File: config.mk
export PLATFORM = sky130hd
export DESIGN_NAME = l1_miss_controller
export DESIGN_NICKNAME = d
export VERILOG_FILES = /design/src/verilog/cache_geometry_pkg.sv /design/src/verilog/mem_access_pkg.sv /design/src/verilog/l1_miss_controller.sv
export SDC_FILE = /design/constraint.sdc
export NUM_CORES = 1
export LEC_CHECK = 0
export BUFFER_PORTS_ARGS = -buffer_cell sky130_fd_sc_hd__clkbuf_2
export CAP_MARGIN = 20
export CORE_MARGIN = 5
export CORE_UTILIZATION = 35
export DETAILED_ROUTE_END_ITERATION = 10
export PLACE_DENSITY = 0.75
export SYNTH_ARGS = -nofsm -noshare
export SYNTH_HDL_FRONTEND = slang
export SYNTH_SLANG_ARGS = --single-unit
File: constraint.sdc
create_clock -name clk -period 1.8 [get_ports clk]
set_input_delay 0.18 -clock clk [delete_from_list [all_inputs] [get_ports clk]]
set_output_delay 0.18 -clock clk [all_outputs]
set_load 0.1 [all_outputs]
File: src/verilog/cache_geometry_pkg.sv
`default_nettype none

// L1 geometry: 4 ways x 256 sets x one 32-bit word = 4 KB
//
//   addr_i  | tag high [31:10] | set index [9:2] | tag low [1:0] |
//   tag     = {addr_i[31:10], addr_i[1:0]}, 24 bits
//
// Bits 1:0 stay in the tag, so every address names its own word
package cache_geometry_pkg;

    localparam int ADDR_WIDTH     = 32;                      // Core address width
    localparam int DATA_WIDTH     = 32;                      // One word per line

    localparam int NUM_SETS       = 256;
    localparam int NUM_WAYS       = 4;
    localparam int WAY_BITS       = $clog2(NUM_WAYS);        // Way number width

    localparam int INDEX_BITS     = $clog2(NUM_SETS);        // Set index, addr[9:2]
    localparam int LOWER_TAG_BITS = 2;                       // addr[1:0] kept in tag
    localparam int TAG_BITS       = ADDR_WIDTH - INDEX_BITS; // 22 high + 2 low

    // Per-way age counter, saturates at NUM_WAYS-1
    localparam int AGE_BITS       = 3;

    // L2 backing store decodes the low word address bits only
    localparam int L2_ADDR_BITS   = 12;
    localparam int L2_DEPTH       = 1 << L2_ADDR_BITS;       // 4096 words

endpackage

`default_nettype wire

File: src/verilog/mem_access_pkg.sv
`default_nettype none

// Access encodings and controller sequencing shared by the subsystem
package mem_access_pkg;

    // Byte enables in the low lanes, the value is the lane mask itself
    typedef enum logic [3:0] {
        SIZE_NONE = 4'b0000,   // No access, cache stays quiet
        SIZE_BYTE = 4'b0001,   // Lane 0
        SIZE_HALF = 4'b0011,   // Lanes 1:0
        SIZE_WORD = 4'b1111    // All lanes
    } access_size_e;

    // One access at a time
    typedef enum logic [1:0] {
        ST_IDLE,               // Waiting for req_i
        ST_LOOKUP,             // Tag compare, write-through, miss fetch
        ST_L2_WAIT,            // Miss outstanding in L2
        ST_RESPOND             // Re-lookup and done pulse
    } ctrl_state_e;

    // Clock edges from the edge that takes the L2 read strobe
    // to the edge that raises the L2 valid pulse
    localparam int L2_READ_LATENCY = 3;

endpackage

`default_nettype wire
File: src/verilog/l1_miss_controller.sv
`timescale 1ns/1ns
`default_nettype none

// Sequences one core access through the L1 and the L2
module l1_miss_controller
    import cache_geometry_pkg::*;
    import mem_access_pkg::*;
(
    input  wire logic                  clk,
    input  wire logic                  reset_i,
    input  wire logic                  req_i,          // Strobe, taken only when idle
    input  wire logic                  wr_en_i,
    input  wire logic [ADDR_WIDTH-1:0] addr_i,
    input  wire logic [DATA_WIDTH-1:0] wr_data_i,
    input  wire access_size_e          size_i,
    input  wire logic                  l1_hit_i,
    input  wire logic [DATA_WIDTH-1:0] l1_rd_data_i,
    input  wire logic                  l2_valid_i,
    output logic      [ADDR_WIDTH-1:0] l1_addr_o,      // Also the L2 address
    output logic                       l1_wr_en_o,
    output logic      [DATA_WIDTH-1:0] l1_wr_data_o,   // Also the L2 write data
    output access_size_e               l1_byte_en_o,   // Also the L2 byte enable
    output logic                       l2_wr_stb_o,
    output logic                       l2_rd_stb_o,
    output logic                       busy_o,
    output logic                       done_o,
    output logic                       hit_o,          // First lookup result
    output logic      [DATA_WIDTH-1:0] rd_data_o
);

    ctrl_state_e           state_q, state_d;
    logic                  wr_en_q;
    logic                  hit_q;
    logic [ADDR_WIDTH-1:0] addr_q;                     // Held request
    logic [DATA_WIDTH-1:0] wr_data_q;
    access_size_e          size_q;
    logic                  accept;

    assign accept = req_i && (state_q == ST_IDLE);    // req_i while busy is dropped

    always_comb begin
        state_d = state_q;
        case (state_q)
            ST_IDLE:    if (accept) state_d = ST_LOOKUP;
            ST_LOOKUP:  state_d = l1_hit_i ? ST_RESPOND : ST_L2_WAIT;
            ST_L2_WAIT: if (l2_valid_i) state_d = ST_RESPOND;   // Fill at this edge
            ST_RESPOND: state_d = ST_IDLE;
            default:    state_d = ST_IDLE;
        endcase
    end

    always_ff @(posedge clk) begin
        if (reset_i) begin
            state_q <= ST_IDLE;
            wr_en_q <= 1'b0;
            hit_q   <= 1'b0;
        end else begin
            state_q <= state_d;
            if (accept) wr_en_q <= wr_en_i;
            if (state_q == ST_LOOKUP) hit_q <= l1_hit_i;
        end
    end

    always_ff @(posedge clk) begin
        if (accept) begin
            addr_q    <= addr_i;
            wr_data_q <= wr_data_i;
            size_q    <= size_i;
        end
    end

    // Cache drive per state
    always_comb begin
        l1_byte_en_o = SIZE_NONE;                      // Idle cache
        l1_wr_en_o   = 1'b0;
        case (state_q)
            ST_LOOKUP, ST_L2_WAIT: begin
                l1_byte_en_o = size_q;                 // Store lanes kept for the fill merge
                l1_wr_en_o   = wr_en_q;
            end
            // Read back; a store returns its whole merged word
            ST_RESPOND: l1_byte_en_o = wr_en_q ? SIZE_WORD : size_q;
            default:    l1_byte_en_o = SIZE_NONE;
        endcase
    end

    assign l1_addr_o    = addr_q;
    assign l1_wr_data_o = wr_data_q;
    assign l2_wr_stb_o  = (state_q == ST_LOOKUP) && wr_en_q;    // Every store goes through
    assign l2_rd_stb_o  = (state_q == ST_LOOKUP) && !l1_hit_i;  // Miss fetch

    assign busy_o    = (state_q != ST_IDLE);
    assign done_o    = (state_q == ST_RESPOND);
    assign hit_o     = hit_q;
    assign rd_data_o = l1_rd_data_i;                   // Valid with done_o

    a_done_single: assert property (@(posedge clk) disable iff (reset_i)
        done_o |=> !done_o);

    // L2 answers only the outstanding miss
    a_l2_valid_in_wait: assert property (@(posedge clk) disable iff (reset_i)
        l2_valid_i |-> state_q == ST_L2_WAIT);

    // And exactly on time
    a_l2_latency: assert property (@(posedge clk) disable iff (reset_i)
        l2_rd_stb_o |=> ##L2_READ_LATENCY l2_valid_i);

endmodule

`default_nettype wire

==> metrics.txt, run 1 <==
Die Area=9330 sq um; post-route core utilization=0.586; first-pass GRT wire length=roughly 11 mm; Max VDD drop=1.21 mV; IO Pins=212; Post-synth EDFFs=between 60 and 70; Buffers on Ports=147; fmax=583 MHz; Synth Register Bits=72; number of iterations in the first detailed-routing pass=4; Core Area=7290 sq um; Clock Power Share=0.173; Worst setup EP type=primary output; P_int=3.97 mW; DRT Wirelength=7.01 mm; Slew headroom=0.620; delay of the slowest critical-path stage=0.37 ns; Crit path max-delay family=flip-flops; vias in the first global route=between 2,000 and 2,500; root buffer cell=clkbuf_8; Worst path slowest cell=dfxtp_4; crit-path cells=inv_2 > ha_4 > nand2_1 > a21oi_4 > buf_12; Leak=1.81 nW; worst min path class=input pin to register; nets@finish=roughly 440; Routed wire per std cell=16.1 microns; Max FO, Critical Path=6; Clock Sink Count=72; DP HPWL=between 4 and 5 mm; Yosys top cell by area=edfxtp_1; P&R area growth vs syn=62.8%; max-slew violation count=0; TritonCTS clock tree=built; final worst path period need=1.72 ns; Setup Buffers After CTS=0; maxcap violations=0; GRT Overall Usage=0.148; Layout Skew=between 0.01 and 0.015 ns; Via-to-Cell Ratio=4.31; register area share after synthesis=0.808; CP startpoint kind=register; Crit path buffers/inverters=2; CP Data Required Time=around 1.6 ns; # rows=31; status=complete, no violations; CTS Buf Count=9; H-tree Lvls=3; Synth area leaders=edfxtp_1 78%, buf_4 9.2%, dfxtp_1 3.1%; DR vias=1,876; die height=96.6 microns; clock tree buffer depth=2; Comb power frac=0.527; Netlist Area Pre-Place=2630 sq um; initial antenna violation count=0; Sw Pwr=4.33 mW; clock transition at the registers of the reported paths=0.08 ns; register share of total power=0.301; Net Sw Frac=0.522; syn_nets=between 200 and 300; worst setup path class=register to primary output; Starting Density=0.360; final hold vios=0; post-synthesis cell type count=22; worst path arrival time=1.54 ns; Final Hold Slack=0.0217 ns; total grt overflow=0; share of post-route cells with drive strength above 1=0.539; Post-synth top cells=68 x edfxtp_1, 32 x buf_4, 6 x ha_1; Ys Warns=0; GPL Wtd Cong=between 0.7 and 0.8; Mapped Cells=143; Inserted Diodes=0; worst skew pair latency=0.35 ns; # DRC=0; DIE WIDTH=between 90 and 100 microns; Syn Area/Cell=18.4 sq um; Slew @ Worst Pin=0.573 ns; cell with the most instances after synthesis=edfxtp_1; 1st-iter DRT viols=62; post-route antenna net violation count=0; Pwr per Cell Area=1940 nW/um^2; largest net degree at the start of global routing=41; RSZ-0062 raised after global routing=false; final setup fails=0; ys flop type=edfxtp_1; asr flop ratio synth=0; Tcrit/Tclk final=0.954; area share of the largest cell type after synthesis=0.778
sequential cells by signal, indices dropped and copies added, names as in the netlist:
name	cells
l1_wr_data_o	32
wr_en_q	1
l1_addr_o	32
size_q	4
hit_o	1
state_q	2
path summary, 6_finish.rpt:
check	cells past startpoint	slack [ns]	endpoint	from
max reg2reg	6	0.45	state_q[0]	state_q[0]
min	1	0.02	l1_wr_data_o[10]	wr_data_i[10]
max	5	0.08	l1_byte_en_o[0]	state_q[1]
min reg2reg	2	0.49	hit_o	hit_o
power by group through the flow:
stage	Sequential, mW	Combinational (mW)	Clock, mW
finish	2.50	4.38	1.43
detailed placement	2.52	4.25	0
global placement	2.49	4.21	0
floorplan	4.85	1.36	0
CTS	2.49	4.41	1.46
global route	2.54	4.52	1.54
layout by cell type (no fill, tap or decap):
| cell type | n |
|---|---|
| clkbuf_2 | 139 |
| edfxtp_1 | 68 |
| dlygate4sd3_1 | 59 |
| clkbuf_8 | 9 |
| buf_12 | 8 |
| nand2_1 | 5 |
| o21ai_0 | 4 |
| a21oi_4 | 4 |
| ha_1 | 4 |
| buf_4 | 3 |
| inv_2 | 2 |
| and2_1 | 2 |
| nand2b_1 | 2 |
| bufinv_16 | 2 |
| inv_6 | 2 |
| clkinvlp_4 | 2 |
| dfxtp_1 | 2 |
| dfxtp_4 | 2 |
| and2_4 | 1 |
| inv_1 | 1 |
| nor2b_2 | 1 |
| nand2b_2 | 1 |
| nor3b_1 | 1 |
| or2_2 | 1 |
| a31oi_1 | 1 |
| a311oi_1 | 1 |
| nand3_1 | 1 |
| a21o_1 | 1 |
| a21oi_2 | 1 |
| mux2i_1 | 1 |
| nor2_1 | 1 |
| a21oi_1 | 1 |
| ha_4 | 1 |
| ha_2 | 1 |
| clkinv_4 | 1 |
area by class of cell:
type | instances | area, sq um
Tap cell | 99 | 124
Inverter | 3 | 11.3
Timing Repair Buffer | 209 | 1470
Sequential cell | 72 | 2130
Multi-Input combinational cell | 36 | 314
Clock inverter | 7 | 101
Fill cell | 603 | 3020
Clock buffer | 9 | 124
routing by layer:
metal	global-route usage	vias to the layer above	wire [microns]
li1	-	868	-
met1	0.134	879	2320
met2	0.275	98	3840
met3	0.0662	31	666
met4	0.0713	0	186
met5	0	-	0
metrics by stage:
step | total power, mW | setup TNS, ns | cell area (sq um) | std cells | setup WS (ns)
floorplan | 6.21 | -10.21 | 2680 | 143 | -0.172
global placement | 6.70 | 0 | 3440 | 360 | 0.290
detailed placement | 6.77 | 0 | 3440 | 360 | 0.213
CTS | 8.35 | 0 | 4270 | 435 | 0.0260
global route | 8.61 | 0 | 4270 | 435 | 0.00162
finish | 8.31 | 0 | 4270 | 435 | 0.0834
repair_timing:
| action | CTS | global route |
|---|---|---|
| gates resized for setup | 5 | 2 |
| endpoints found under the setup margin | 5 | 4 |
| hold buffers | 59 | 0 |
| endpoints found under the hold margin | 59 | 0 |
| pin swaps | 0 | 0 |
cell families after synthesis:
kind of cell / share of synthesized area
AO/OA/AOI/OAI: 0.0291
buffers and inverters: 0.0958
multiplexers: 0.00381
flip-flops: 0.808
AND/OR/NAND/NOR: 0.0343
adder cells (fa/ha/maj): 0.0286
No activity file was read; power rests on OpenSTA's default activity.
==> inputs of run 2 (changes only) <==
--- a/config.mk
+++ b/config.mk
@@ -10,7 +10,7 @@
 export CORE_MARGIN = 5
 export CORE_UTILIZATION = 35
 export DETAILED_ROUTE_END_ITERATION = 10
-export PLACE_DENSITY = 0.75
+export PLACE_DENSITY_LB_ADDON = 0.15
 export SYNTH_ARGS = -nofsm -noshare
 export SYNTH_HDL_FRONTEND = slang
 export SYNTH_SLANG_ARGS = --single-unit
==> constraint.sdc (replaced) <==
create_clock -name clk -period 1.8 [get_ports clk]
set_input_delay 0.18 -clock clk [delete_from_list [all_inputs] [get_ports clk]]
set_output_delay 0.18 -clock clk [all_outputs]
set_load 0.02 [all_outputs]
==> metrics.txt, run 2 (same netlist as run 1, synthesis figures left out) <==
status=complete, no violations; delay of the slowest critical-path stage=0.37 ns; CTS Buf Count=9; Worst Reg-to-Reg Cells=4; Leak=about 1.7 nW; worst setup path class=register to primary output; Via-to-Cell Ratio=4.22; Crit path max-delay family=flip-flops; Fillers=644; CP Data Required Time=1.62 ns; Tcrit/Tclk final=0.923; P&R area growth vs syn=53.3%; DR vias=1,792; Slew headroom=0.824; clock transition at the registers of the reported paths=0.07 ns; Net Sw Frac=0.331; detailed route wirelength on metal2=3.52 mm; IO Pins=212; final setup fails=0; DP HPWL=4.93 mm; setup_tns=0 ns; commonest non-fill, non-tap cells in the layout=143 x clkbuf_2, 68 x edfxtp_1, 49 x dlygate4sd3_1, 9 x clkbuf_8; Clock Power Share=0.247; Hold Path Cell Cnt=1; Max FO, Critical Path=6; final hold vios=0; total grt overflow=0; DRT met1 WL=2.17 mm; 1st-iter DRT viols=55; first-pass GRT wire length=about 10 mm; TritonCTS clock tree=built; GPL Wtd Cong=0.790; vias in the first global route=2,018; CP startpoint kind=register; die height=~97 microns; Max VDD drop=0.588 mV; root buffer cell=clkbuf_8; worst min path class=input pin to register; final setup margin=0.139 ns; H-tree Lvls=3; initial antenna violation count=0; crit-path cells=inv_2 > ha_4 > nand2_1 > a21oi_2 > clkbuf_4; Die Area=9330 sq um; clock tree buffer depth=2; maxcap violations=0; CP Depth=5; Buffers on Ports=147; max-slew violation count=0; Final Hold Slack=~0.023 ns; Slew @ Worst Pin=~0.26 ns; Worst setup EP type=primary output; Setup WS pre-CTS=0.232 ns; post-route antenna net violation count=0; Multi-input gate area=approximately 270 sq um; Sw Pwr=1.86 mW; worst path arrival time=1.48 ns; P_int=3.77 mW; Setup Buffers After CTS=0; Seq. cell area=2120 sq um; RSZ-0062 raised after global routing=false; Worst path slowest cell=dfxtp_2; Comb power frac=0.313; highest metal used=met4; DIE WIDTH=96.6 microns; GRT Overall Usage=0.143; fmax=602 MHz; largest net degree at the start of global routing=49; Crit path buffers/inverters=2; final worst path period need=approximately 1.7 ns; Layout Skew=0.00794 ns; number of iterations in the first detailed-routing pass=4; # DRC=0; met3 wire len=706 microns; Clock Sink Count=72; Core Area=between 7000 and 8000 sq um; nets@finish=433; Starting Density=0.360; Routed wire per std cell=15.9 microns; Inserted Diodes=0; register share of total power=0.441; most common cell after layout, fill and taps aside=clkbuf_2; Pwr per Cell Area=1400 nW/um^2; worst skew pair latency=approximately 0.34 ns; # rows=31; DRT Wirelength=6.76 mm; share of post-route cells with drive strength above 1=0.537
-- run 2: changes by cell type in the layout (fill, tap and decap cells not counted), sizes merged --
cell,delta
dlygate4sd3,-10
clkinvlp,-1
clkbuf,+6
buf,-5
-- run 2: power by group through the flow --
stage	registers [mW]	clock network [mW]	logic (mW)
detailed placement	2.51	0	1.64
CTS	2.49	1.44	1.77
finish	2.48	1.39	1.76
floorplan	2.93	0	0.628
global route	2.53	1.52	1.91
global placement	2.52	0	1.63
-- run 2: timing repair --
action                                  4_1_cts  5_1_grt
gates resized for setup                       5        6
cloned                                        0        0
hold endpoints to repair                     41        8
hold buffers                                 41        8
endpoints found under the setup margin        4        4
-- run 2: final timing paths --
kind	start	slack, ns	endpoint
max	state_q[0]	0.14	l1_byte_en_o[0]
min	addr_i[14]	0.02	l1_addr_o[14]
max reg2reg	state_q[0]	0.44	l1_addr_o[8]
min reg2reg	hit_o	0.48	hit_o
-- run 2: routing by layer --
metal | global-route usage | vias to the layer above
met1 | 0.127 | 810
met4 | 0.104 | 0
met5 | 0 | -
met2 | 0.251 | 89
met3 | 0.0698 | 48
li1 | - | 845
-- run 2: final cells by class --
type	count	share of cell area
multi-input combinational	36	0.0665
inverter	3	0.00280
sequential	72	0.528
tap	99	0.0308
clock inverter	6	0.0224
clock buffer	10	0.0317
timing repair buffer	199	0.318
-- run 2: stage by stage --
| step | utilization | power, mW | cell area, sq um | cells |
|---|---|---|---|---|
| after floorplan | - | 3.56 | 2630 | 143 |
| after global placement | 0.451 | 4.14 | 3290 | 360 |
| after detailed placement | 0.451 | 4.16 | 3290 | 360 |
| after CTS | 0.540 | 5.70 | 3940 | 417 |
| after global routing | 0.552 | 5.96 | 4020 | 425 |
| final | 0.552 | 5.64 | 4020 | 425 |
